==> config.mk <==
export PLATFORM = sky130hd
export DESIGN_NAME = videoSubsystem
export DESIGN_NICKNAME = d
export VERILOG_FILES = /design/src/logic/videoTimingPkg.sv /design/src/logic/videoPixelPkg.sv /design/src/logic/videoTimingIf.sv /design/src/logic/hvsyncGen.sv /design/src/logic/patternGen.sv /design/src/logic/videoOut.sv /design/src/logic/videoSubsystem.sv
export VERILOG_INCLUDE_DIRS = /design/src /design/src/logic
export SDC_FILE = /design/constraint.sdc
export NUM_CORES = 1
export LEC_CHECK = 0
export BUFFER_PORTS_ARGS = -buffer_cell sky130_fd_sc_hd__buf_4
export CORE_MARGIN = 2
export CORE_UTILIZATION = 53
export DETAILED_ROUTE_END_ITERATION = 10
export PLACE_DENSITY = 0.73
export RECOVER_POWER = 50
export SYNTH_ARGS = -nofsm -noshare
export SYNTH_HDL_FRONTEND = slang
export SYNTH_HIERARCHICAL = 1
export SYNTH_SLANG_ARGS = --single-unit
==> constraint.sdc <==
create_clock -name iCLK -period 1.9 [get_ports iCLK]
set_clock_uncertainty 0.1 [all_clocks]
set_input_delay 0.38 -clock iCLK [delete_from_list [all_inputs] [get_ports iCLK]]
set_output_delay 0.38 -clock iCLK [all_outputs]
set_load 0.03 [all_outputs]
==> src/logic/video_macros.svh <==
// video timing constants
// raster geometry of the small test display, pattern pipe depth
// and the lead of the early enable over display enable
`ifndef VIDEO_MACROS_SVH
`define VIDEO_MACROS_SVH

// ------------------------------
// horizontal, in pixel clocks
// ------------------------------
// visible pixels per line
`define VID_HDISPLAY 16
`define VID_HFRONT 2
`define VID_HSYNC 3
`define VID_HBACK 3
// full line incl. blanking, 24 clocks
`define VID_HTOTAL (`VID_HDISPLAY + `VID_HFRONT + `VID_HSYNC + `VID_HBACK)

// ------------------------------
// vertical, in lines
// ------------------------------
`define VID_VDISPLAY 8
`define VID_VBOTTOM 1
`define VID_VSYNC 2
`define VID_VTOP 1
// full frame, 12 lines
`define VID_VTOTAL (`VID_VDISPLAY + `VID_VBOTTOM + `VID_VSYNC + `VID_VTOP)

// ------------------------------
// pattern pipeline
// ------------------------------
`define VID_PIPE 3
// early enable leads de by exactly the pipe depth
`define VID_LEAD `VID_PIPE
// raster coordinate width
`define VID_POSW 8

`endif

==> src/logic/videoTimingPkg.sv <==
// raster timing types
// coordinates of the pixel/line counters and the sync state word
// that travels through the output registers

`include "video_macros.svh"

package videoTimingPkg;

    // raster coordinates
    typedef logic [`VID_POSW-1:0] hPos_t;   // pixel within line
    typedef logic [`VID_POSW-1:0] vPos_t;   // line within frame

    // ------------------------------
    // sync state, one small word
    // ------------------------------
    typedef struct packed {
        logic hsync;    // active high
        logic vsync;    // active high
        logic de;       // visible area
        logic fe;       // one clock per frame
    } syncState_t;

    // all flags low, used on reset
    localparam syncState_t SYNC_IDLE = '{
        hsync: 1'b0,
        vsync: 1'b0,
        de:    1'b0,
        fe:    1'b0
    };

endpackage

==> src/logic/videoPixelPkg.sv <==
// pixel types for the pattern path
// RGB565 word, pattern mode, colour bar table and grey mapping

package videoPixelPkg;

    typedef struct packed {
        logic [4:0] r;
        logic [5:0] g;  // green gets the extra bit
        logic [4:0] b;
    } rgb565_t;

    typedef enum logic [1:0] {
        SOLID    = 2'd0,    // latched colour over the whole area
        BARS     = 2'd1,    // eight vertical bars
        CHECKER  = 2'd2,    // 2x2 black/white squares
        GRADIENT = 2'd3     // grey ramp along x + y
    } patMode_t;

    // classic bar order, white first and black last
    localparam rgb565_t barColor [0:7] = '{
        '{r: 5'h1f, g: 6'h3f, b: 5'h1f},   // white
        '{r: 5'h1f, g: 6'h3f, b: 5'h00},   // yellow
        '{r: 5'h00, g: 6'h3f, b: 5'h1f},   // cyan
        '{r: 5'h00, g: 6'h3f, b: 5'h00},   // green
        '{r: 5'h1f, g: 6'h00, b: 5'h1f},   // magenta
        '{r: 5'h1f, g: 6'h00, b: 5'h00},   // red
        '{r: 5'h00, g: 6'h00, b: 5'h1f},   // blue
        '{r: 5'h00, g: 6'h00, b: 5'h00}    // black
    };

    // 5 bit grey level to rgb565, green lsb copies the level msb
    function automatic rgb565_t greyOf(input logic [4:0] lvl);
        rgb565_t px;
        px.r = lvl;
        px.g = {lvl, lvl[4]};
        px.b = lvl;
        return px;
    endfunction

endpackage

==> src/logic/videoTimingIf.sv <==
// timing bundle of the sync generator
// registered sync/enable flags plus the early enable and the
// leading coordinates for the pattern pipeline
`timescale 1ns/1ps

interface videoTimingIf;

    logic                  hsync;   // horizontal sync
    logic                  vsync;   // vertical sync
    logic                  de;      // display enable
    logic                  fde;     // early de, VID_LEAD clocks ahead
    logic                  fe;      // frame end strobe
    videoTimingPkg::hPos_t fx;      // leading x, valid with fde
    videoTimingPkg::vPos_t fy;      // leading y

    // ------------------------------
    // views
    // ------------------------------
    // sync generator drives everything
    modport gen (output hsync, vsync, de, fde, fe, fx, fy);

    // pattern pipe only needs the leading side and fe
    modport pat (input fde, fx, fy, fe);

    // output stage, main timing only
    modport out (input hsync, vsync, de, fe);

endinterface

==> src/logic/hvsyncGen.sv <==
// hsync/vsync generator
// main pixel/line counters give registered sync, de and fe; a second
// counter pair runs VID_LEAD clocks ahead and gives the early enable
`timescale 1ns/1ps
`include "video_macros.svh"

module hvsyncGen
(
    input  logic      iCLK,
    input  logic      iRST,
    videoTimingIf.gen tim
);

    // thresholds, typed so compares stay at coordinate width
    localparam videoTimingPkg::hPos_t hDisp = videoTimingPkg::hPos_t'(`VID_HDISPLAY);
    localparam videoTimingPkg::hPos_t hSyncStart =
        videoTimingPkg::hPos_t'(`VID_HDISPLAY + `VID_HFRONT);
    localparam videoTimingPkg::hPos_t hSyncEnd =
        videoTimingPkg::hPos_t'(`VID_HDISPLAY + `VID_HFRONT + `VID_HSYNC - 1);
    localparam videoTimingPkg::hPos_t hMax = videoTimingPkg::hPos_t'(`VID_HTOTAL - 1);
    localparam videoTimingPkg::hPos_t hLead = videoTimingPkg::hPos_t'(`VID_LEAD);
    localparam videoTimingPkg::vPos_t vDisp = videoTimingPkg::vPos_t'(`VID_VDISPLAY);
    localparam videoTimingPkg::vPos_t vSyncStart =
        videoTimingPkg::vPos_t'(`VID_VDISPLAY + `VID_VBOTTOM);
    localparam videoTimingPkg::vPos_t vSyncEnd =
        videoTimingPkg::vPos_t'(`VID_VDISPLAY + `VID_VBOTTOM + `VID_VSYNC - 1);
    localparam videoTimingPkg::vPos_t vMax = videoTimingPkg::vPos_t'(`VID_VTOTAL - 1);

    videoTimingPkg::hPos_t      hPos;       // main pixel counter
    videoTimingPkg::vPos_t      vPos;       // main line counter
    videoTimingPkg::hPos_t      fHpos;      // leading pixel counter
    videoTimingPkg::vPos_t      fVpos;      // leading line counter
    logic                       lineEnd;
    logic                       frameEnd;
    logic                       fLineEnd;
    logic                       fFrameEnd;
    logic                       lock;       // set after first fe
    logic                       fdeNext;
    logic                       fdeReg;
    videoTimingPkg::hPos_t      fxReg;
    videoTimingPkg::vPos_t      fyReg;
    videoTimingPkg::syncState_t syncNext;
    videoTimingPkg::syncState_t syncReg;

    // ------------------------------
    // main raster
    // ------------------------------
    assign lineEnd  = (hPos == hMax);
    assign frameEnd = (vPos == vMax);

    always_ff @(posedge iCLK)
    begin
        if (iRST)
        begin
            hPos <= '0;
            vPos <= '0;
        end
        else
        begin
            hPos <= lineEnd ? '0 : hPos + 1'b1;
            if (lineEnd)
                vPos <= frameEnd ? '0 : vPos + 1'b1;  // line steps at end of line
        end
    end

    always_comb
    begin
        syncNext.hsync = (hPos >= hSyncStart) && (hPos <= hSyncEnd);
        syncNext.vsync = (vPos >= vSyncStart) && (vPos <= vSyncEnd);
        syncNext.de    = (hPos < hDisp) && (vPos < vDisp);
        syncNext.fe    = (hPos == hDisp) && (vPos == vDisp);  // first blank after last line
    end

    always_ff @(posedge iCLK)
    begin
        if (iRST)
            syncReg <= videoTimingPkg::SYNC_IDLE;
        else
            syncReg <= syncNext;                // one clock behind the counters
    end

    // ------------------------------
    // leading raster
    // ------------------------------
    assign fLineEnd  = (fHpos == hMax);
    assign fFrameEnd = (fVpos == vMax);

    always_ff @(posedge iCLK)
    begin
        if (iRST)
        begin
            fHpos <= hLead;                     // VID_LEAD positions ahead
            fVpos <= '0;
        end
        else
        begin
            fHpos <= fLineEnd ? '0 : fHpos + 1'b1;
            if (fLineEnd)
                fVpos <= fFrameEnd ? '0 : fVpos + 1'b1;
        end
    end

    // no early enable in the partial frame after reset
    always_ff @(posedge iCLK)
    begin
        if (iRST)
            lock <= 1'b0;
        else if (syncNext.fe)
            lock <= 1'b1;
    end

    assign fdeNext = lock && (fHpos < hDisp) && (fVpos < vDisp);

    always_ff @(posedge iCLK)
    begin
        if (iRST)
            fdeReg <= 1'b0;
        else
            fdeReg <= fdeNext;
    end

    // coordinates registered alongside fde
    always_ff @(posedge iCLK)
    begin
        fxReg <= fHpos;
        fyReg <= fVpos;
    end

    assign tim.hsync = syncReg.hsync;
    assign tim.vsync = syncReg.vsync;
    assign tim.de    = syncReg.de;
    assign tim.fe    = syncReg.fe;
    assign tim.fde   = fdeReg;
    assign tim.fx    = fxReg;
    assign tim.fy    = fyReg;

endmodule

==> src/logic/patternGen.sv <==
// test pattern generator
// three register stages started by the early enable, so each pixel
// comes out in the clock where the main de covers it
`timescale 1ns/1ps
`include "video_macros.svh"

module patternGen
(
    input  logic                    iCLK,
    input  logic                    iRST,
    input  videoPixelPkg::patMode_t iMode,
    input  videoPixelPkg::rgb565_t  iColor,
    videoTimingIf.pat               tim,
    output videoPixelPkg::rgb565_t  pixel
);

    videoPixelPkg::patMode_t modeLat;   // frame-stable mode
    videoPixelPkg::rgb565_t  colorLat;  // frame-stable solid colour

    logic                    s1Valid;
    videoTimingPkg::hPos_t   s1X;
    videoTimingPkg::vPos_t   s1Y;

    logic [`VID_POSW+2:0]    xTimes8;
    logic [2:0]              barNext;
    logic                    s2Valid;
    logic [2:0]              s2Bar;     // bar index 0..7
    logic                    s2Check;   // checker square colour
    logic [`VID_POSW:0]      s2Sum;     // x + y for the ramp

    logic [4:0]              greyLvl;
    videoPixelPkg::rgb565_t  pixNext;

    // mode/colour only move at frame end, no tearing
    always_ff @(posedge iCLK)
    begin
        if (iRST)
        begin
            modeLat  <= videoPixelPkg::SOLID;
            colorLat <= '0;
        end
        else if (tim.fe)
        begin
            modeLat  <= iMode;
            colorLat <= iColor;
        end
    end

    // ------------------------------
    // stage 1: coordinates + valid
    // ------------------------------
    always_ff @(posedge iCLK)
    begin
        if (iRST || !tim.fde)
        begin
            s1Valid <= 1'b0;
            s1X     <= '0;
            s1Y     <= '0;
        end
        else
        begin
            s1Valid <= 1'b1;
            s1X     <= tim.fx;
            s1Y     <= tim.fy;
        end
    end

    // ------------------------------
    // stage 2: bar, checker, sum
    // ------------------------------
    assign xTimes8 = {s1X, 3'b000};
    assign barNext = 3'(xTimes8 / `VID_HDISPLAY);   // fx * 8 / width

    always_ff @(posedge iCLK)
    begin
        if (iRST || !s1Valid)
        begin
            s2Valid <= 1'b0;
            s2Bar   <= '0;
            s2Check <= 1'b0;
            s2Sum   <= '0;
        end
        else
        begin
            s2Valid <= 1'b1;
            s2Bar   <= barNext;
            s2Check <= s1X[1] ^ s1Y[1];             // 2x2 squares
            s2Sum   <= {1'b0, s1X} + {1'b0, s1Y};
        end
    end

    // ------------------------------
    // stage 3: select by mode
    // ------------------------------
    // ramp saturates at full white
    assign greyLvl = (s2Sum[`VID_POSW:5] != '0) ? 5'h1f : s2Sum[4:0];

    always_comb
    begin
        unique case (modeLat)
            videoPixelPkg::SOLID:    pixNext = colorLat;
            videoPixelPkg::BARS:     pixNext = videoPixelPkg::barColor[s2Bar];
            videoPixelPkg::CHECKER:  pixNext = s2Check ? videoPixelPkg::barColor[0]
                                                       : videoPixelPkg::barColor[7];
            videoPixelPkg::GRADIENT: pixNext = videoPixelPkg::greyOf(greyLvl);
        endcase
    end

    always_ff @(posedge iCLK)
    begin
        if (iRST || !s2Valid)
            pixel <= '0;                            // idle slots stay black
        else
            pixel <= pixNext;
    end

endmodule

==> src/logic/videoOut.sv <==
// video output stage
// one register for sync flags and pixel together, blanking forces
// the pixel to zero
`timescale 1ns/1ps

module videoOut
(
    input  logic                   iCLK,
    input  logic                   iRST,
    videoTimingIf.out              tim,
    input  videoPixelPkg::rgb565_t pixel,
    output logic                   hsync,
    output logic                   vsync,
    output logic                   de,
    output logic                   fe,
    output videoPixelPkg::rgb565_t rgb
);

    videoTimingPkg::syncState_t syncReg;    // timing word, one clock late
    videoPixelPkg::rgb565_t     pixReg;

    // ------------------------------
    // output register
    // ------------------------------
    always_ff @(posedge iCLK)
    begin
        if (iRST)
        begin
            syncReg <= videoTimingPkg::SYNC_IDLE;
            pixReg  <= '0;
        end
        else
        begin
            syncReg <= '{
                hsync: tim.hsync,
                vsync: tim.vsync,
                de:    tim.de,
                fe:    tim.fe
            };
            pixReg  <= tim.de ? pixel : '0;     // black outside the visible area
        end
    end

    assign hsync = syncReg.hsync;
    assign vsync = syncReg.vsync;
    assign de    = syncReg.de;
    assign fe    = syncReg.fe;
    assign rgb   = pixReg;

endmodule

==> src/logic/videoSubsystem.sv <==
// video timing and test pattern top level
// sync generator, pattern pipeline and output register, plain
// ports outside and the timing interface inside
`timescale 1ns/1ps

module videoSubsystem
(
    input  logic        iCLK,
    input  logic        iRST,
    input  logic [1:0]  iMode,      // patMode_t encoding
    input  logic [15:0] iColor,     // rgb565 solid colour
    output logic        oHsync,
    output logic        oVsync,
    output logic        oDe,
    output logic        oFe,
    output logic [15:0] oPixel
);

    videoTimingIf tim ();

    videoPixelPkg::patMode_t modeSel;
    videoPixelPkg::rgb565_t  colorSel;
    videoPixelPkg::rgb565_t  patPixel;  // pipe -> output stage
    videoPixelPkg::rgb565_t  outPixel;

    assign modeSel  = videoPixelPkg::patMode_t'(iMode);
    assign colorSel = iColor;
    assign oPixel   = outPixel;

    // ------------------------------
    // blocks
    // ------------------------------
    hvsyncGen uHvsync
    (
        .iCLK   (iCLK),
        .iRST   (iRST),
        .tim    (tim.gen)
    );

    patternGen uPattern
    (
        .iCLK   (iCLK),
        .iRST   (iRST),
        .iMode  (modeSel),
        .iColor (colorSel),
        .tim    (tim.pat),
        .pixel  (patPixel)
    );

    videoOut uOut
    (
        .iCLK   (iCLK),
        .iRST   (iRST),
        .tim    (tim.out),
        .pixel  (patPixel),
        .hsync  (oHsync),
        .vsync  (oVsync),
        .de     (oDe),
        .fe     (oFe),
        .rgb    (outPixel)
    );

endmodule

==> reports/results.tsv <==
stage	metric	value	unit
cts	worstSkewPairLatency	0.50	ns
timing	fin_crit	1.83	ns
routing	drtIter0Drc	101	
routing	routed_wl	8.70	mm
synthesis	syn_area	5010	µm²
critical_path	crit_start	uPattern/s1X[0]	
cts	path_clk_slew	0.06	ns
cts	cts_root_buf	clkbuf_8	
die	rows	35	
global_routing	antenna_found_initial	0	
critical_path	path_max_fanout	3	
die	die_h	101	µm
timing	grt_setup_unrepaired	false	
global_routing	first_global_vias	3268	
critical_path	required	2.19	ns
cts	cts_tree	done	
final_layout	finalNonFillerCells	638	
status	status	complete, no violations	
synthesis	seq_area_frac_synth	0.556	
cts	cts_buffers	17	
global_routing	grt_pass1_wl	14.7	mm
final_layout	fill_cells	712	
critical_path	crit_type	flop to flop	
run	max-cap-violations	0	
power	p_leak	2.49	nW
die	initial_core_util	0.544	
routing	wl_met1	3.87	mm
hold_path	min_from	iColor[0]	
final_layout	syn_to_final_growth	19.9	%
hold_path	hold_class	input pin to flop	
synthesis	synth_fp_nets	501	
synthesis	ys_ff_latch	139	
critical_path	r2r-start	uPattern/s1X[0]	
die	io_pins	40	
timing	fmax	547	MHz
synthesis	yosysWarnings	6	
critical_path	crit_arrival	2.11	ns
cts	clock_sinks	139	
routing	vias_per_cell	5.29	
final_layout	fin_area	6000	µm²
final_layout	layout_common_cells	dfxtp_1, nor2_1, buf_4, mux2i_1, a21oi_1	
power	power	6.24	mW
timing	worst_slew_pin_slew	0.977	ns
routing	ant_nets	0	
final_layout	antennaDiodeCount	0	
placement	dp_cells	604	
synthesis	synth_cell_types	54	
timing	slew_violations	0	
global_routing	grt_max_degree	28	
routing	wl_met3	348	µm
routing	drc_errors	0	
power	ir_worst_vdd	0.769	mV
die	coreArea	9200	µm²
die	dieArea	10200	µm²
routing	route.met2.wl	4.38	mm
placement	place_area	5400	µm²
routing	first_pass_iters	4	
placement	portBuffers	39	
timing	timing.final.crit_share	0.962	
global_routing	grt_overflow	0	
critical_path	crit_path_end_kind	flop	
synthesis	synthArstFlopShare	0	
die	die_w	101	µm
synthesis	avgSynthCellArea	10.8	µm²
final_layout	final_layout_size_suffix_gt1_frac	0.211	
routing	num_vias	3377	
placement	gp_congestion	0.846	
timing	slew_headroom	0.349	
cts	h-tree-depth	4	
cts	cts_setup_buffers	0	
synthesis	ys.flop_type	dfxtp_1	
final_layout	nets	552	
timing	finalHoldViolCount	0	
synthesis	syn_inst	463	
routing	wl_per_cell	13.6	µm
timing	setup_violations	0	
power	power_density	1040	nW/µm²
synthesis	synth_edf_count	0	
global_routing	grt_usage	0.182	
routing	top_layer	met4	
critical_path	setup.worst_path.start_class	flop	
placement	dp_hpwl	5.80	mm
final_layout	mostFrequentLayoutCell	dfxtp_1	
cts	ctsLongestPathBuffers	2	
## cell families after synthesis
family          count (synthesis)  synth area share
flops                         139             0.556
fa+ha+maj                      18            0.0465
buf+inv                        24            0.0242
compound gates                 63            0.0902
simple gates                  175             0.201
mux                            20            0.0400
xor+xnor                       24            0.0420
## cells in the mapped netlist, types with 9 or more instances
master	count	share of area
o21ai_0	11	0.011
xnor2_1	14	0.024
nor3_1	15	0.015
a21oi_1	19	0.019
nand2_1	13	0.0097
and2_1	23	0.029
dfxtp_1	139	0.56
nand3_1	14	0.014
mux2i_1	20	0.040
nor2_1	48	0.036
and3b_1	9	0.016
xor2_1	10	0.017
ha_1	17	0.042
o221a_2	11	0.025
## layout make-up
type | count | area (µm²) | area share
clock buffer | 18 | 428 | 0.0713
clock inverter | 14 | 149 | 0.0248
inverter | 7 | 26.3 | 0.00438
multi-input combinational | 300 | 2120 | 0.353
sequential | 139 | 2780 | 0.464
tap | 111 | 139 | 0.0231
timing repair buffer | 49 | 360 | 0.0600
## flip-flops by register name (all words and copies together) (netlist names), 9 cells and up
register	flops
uOut/rgb	16
uPattern/colorLat	16
uPattern/s2Sum	9
uPattern/pixel	16
## critical path, cell delays in order, from the launching register on
cell and delay (ns):
dfxtp_1 0.30, ha_1 0.21, fa_2 0.36, a21o_1 0.22, a31o_2 0.26, a211oi_2 0.21, nor2_1 0.07
## what timing repair did
action                     in CTS  in global routing
pin swaps                       0                  1
setup endpoints to repair       1                  2
cloned                          0                  0
hold endpoints to repair        2                  0
resized for setup               2                  1
hold buffers                    2                  0
## power by group
group	internal [mW]	switching (mW)	total (mW)
logic	0.0692	0.0681	0.137
clock network	1.83	1.30	3.12
registers	2.95	0.0303	2.98
total	4.84	1.40	6.24
## routing by layer
layer  vias to the layer above  global-route usage
met3                        14              0.0628
li1                       1735                   -
met1                      1551               0.218
met5                         -                   0
met2                        77               0.311
met4                         0              0.0551
## per-stage QoR
step	TNS, ns	worst slack [ns]	hold slack, ns	utilization
after floorplan	0	0.0907	0.229	-
after global placement	0	0.0237	0.275	0.588
after detailed placement	-0.0238	-0.0238	0.274	0.588
after CTS	0	0.0497	0.00497	0.653
after global routing	0	0.00156	0.00665	0.653
final	0	0.0715	0.0230	0.653
## worst paths after layout
path                                        endpoint  slack [ns]  depth (start not counted)
worst max-delay path               uPattern/s2Sum[6]        0.07                          6
worst min-delay path            uPattern/colorLat[0]        0.02                          3
worst max register to register     uPattern/s2Sum[6]        0.07                          6
worst min register to register     uHvsync/tim.fy[7]        0.29                          0
Power figures use the tool's default switching activity.
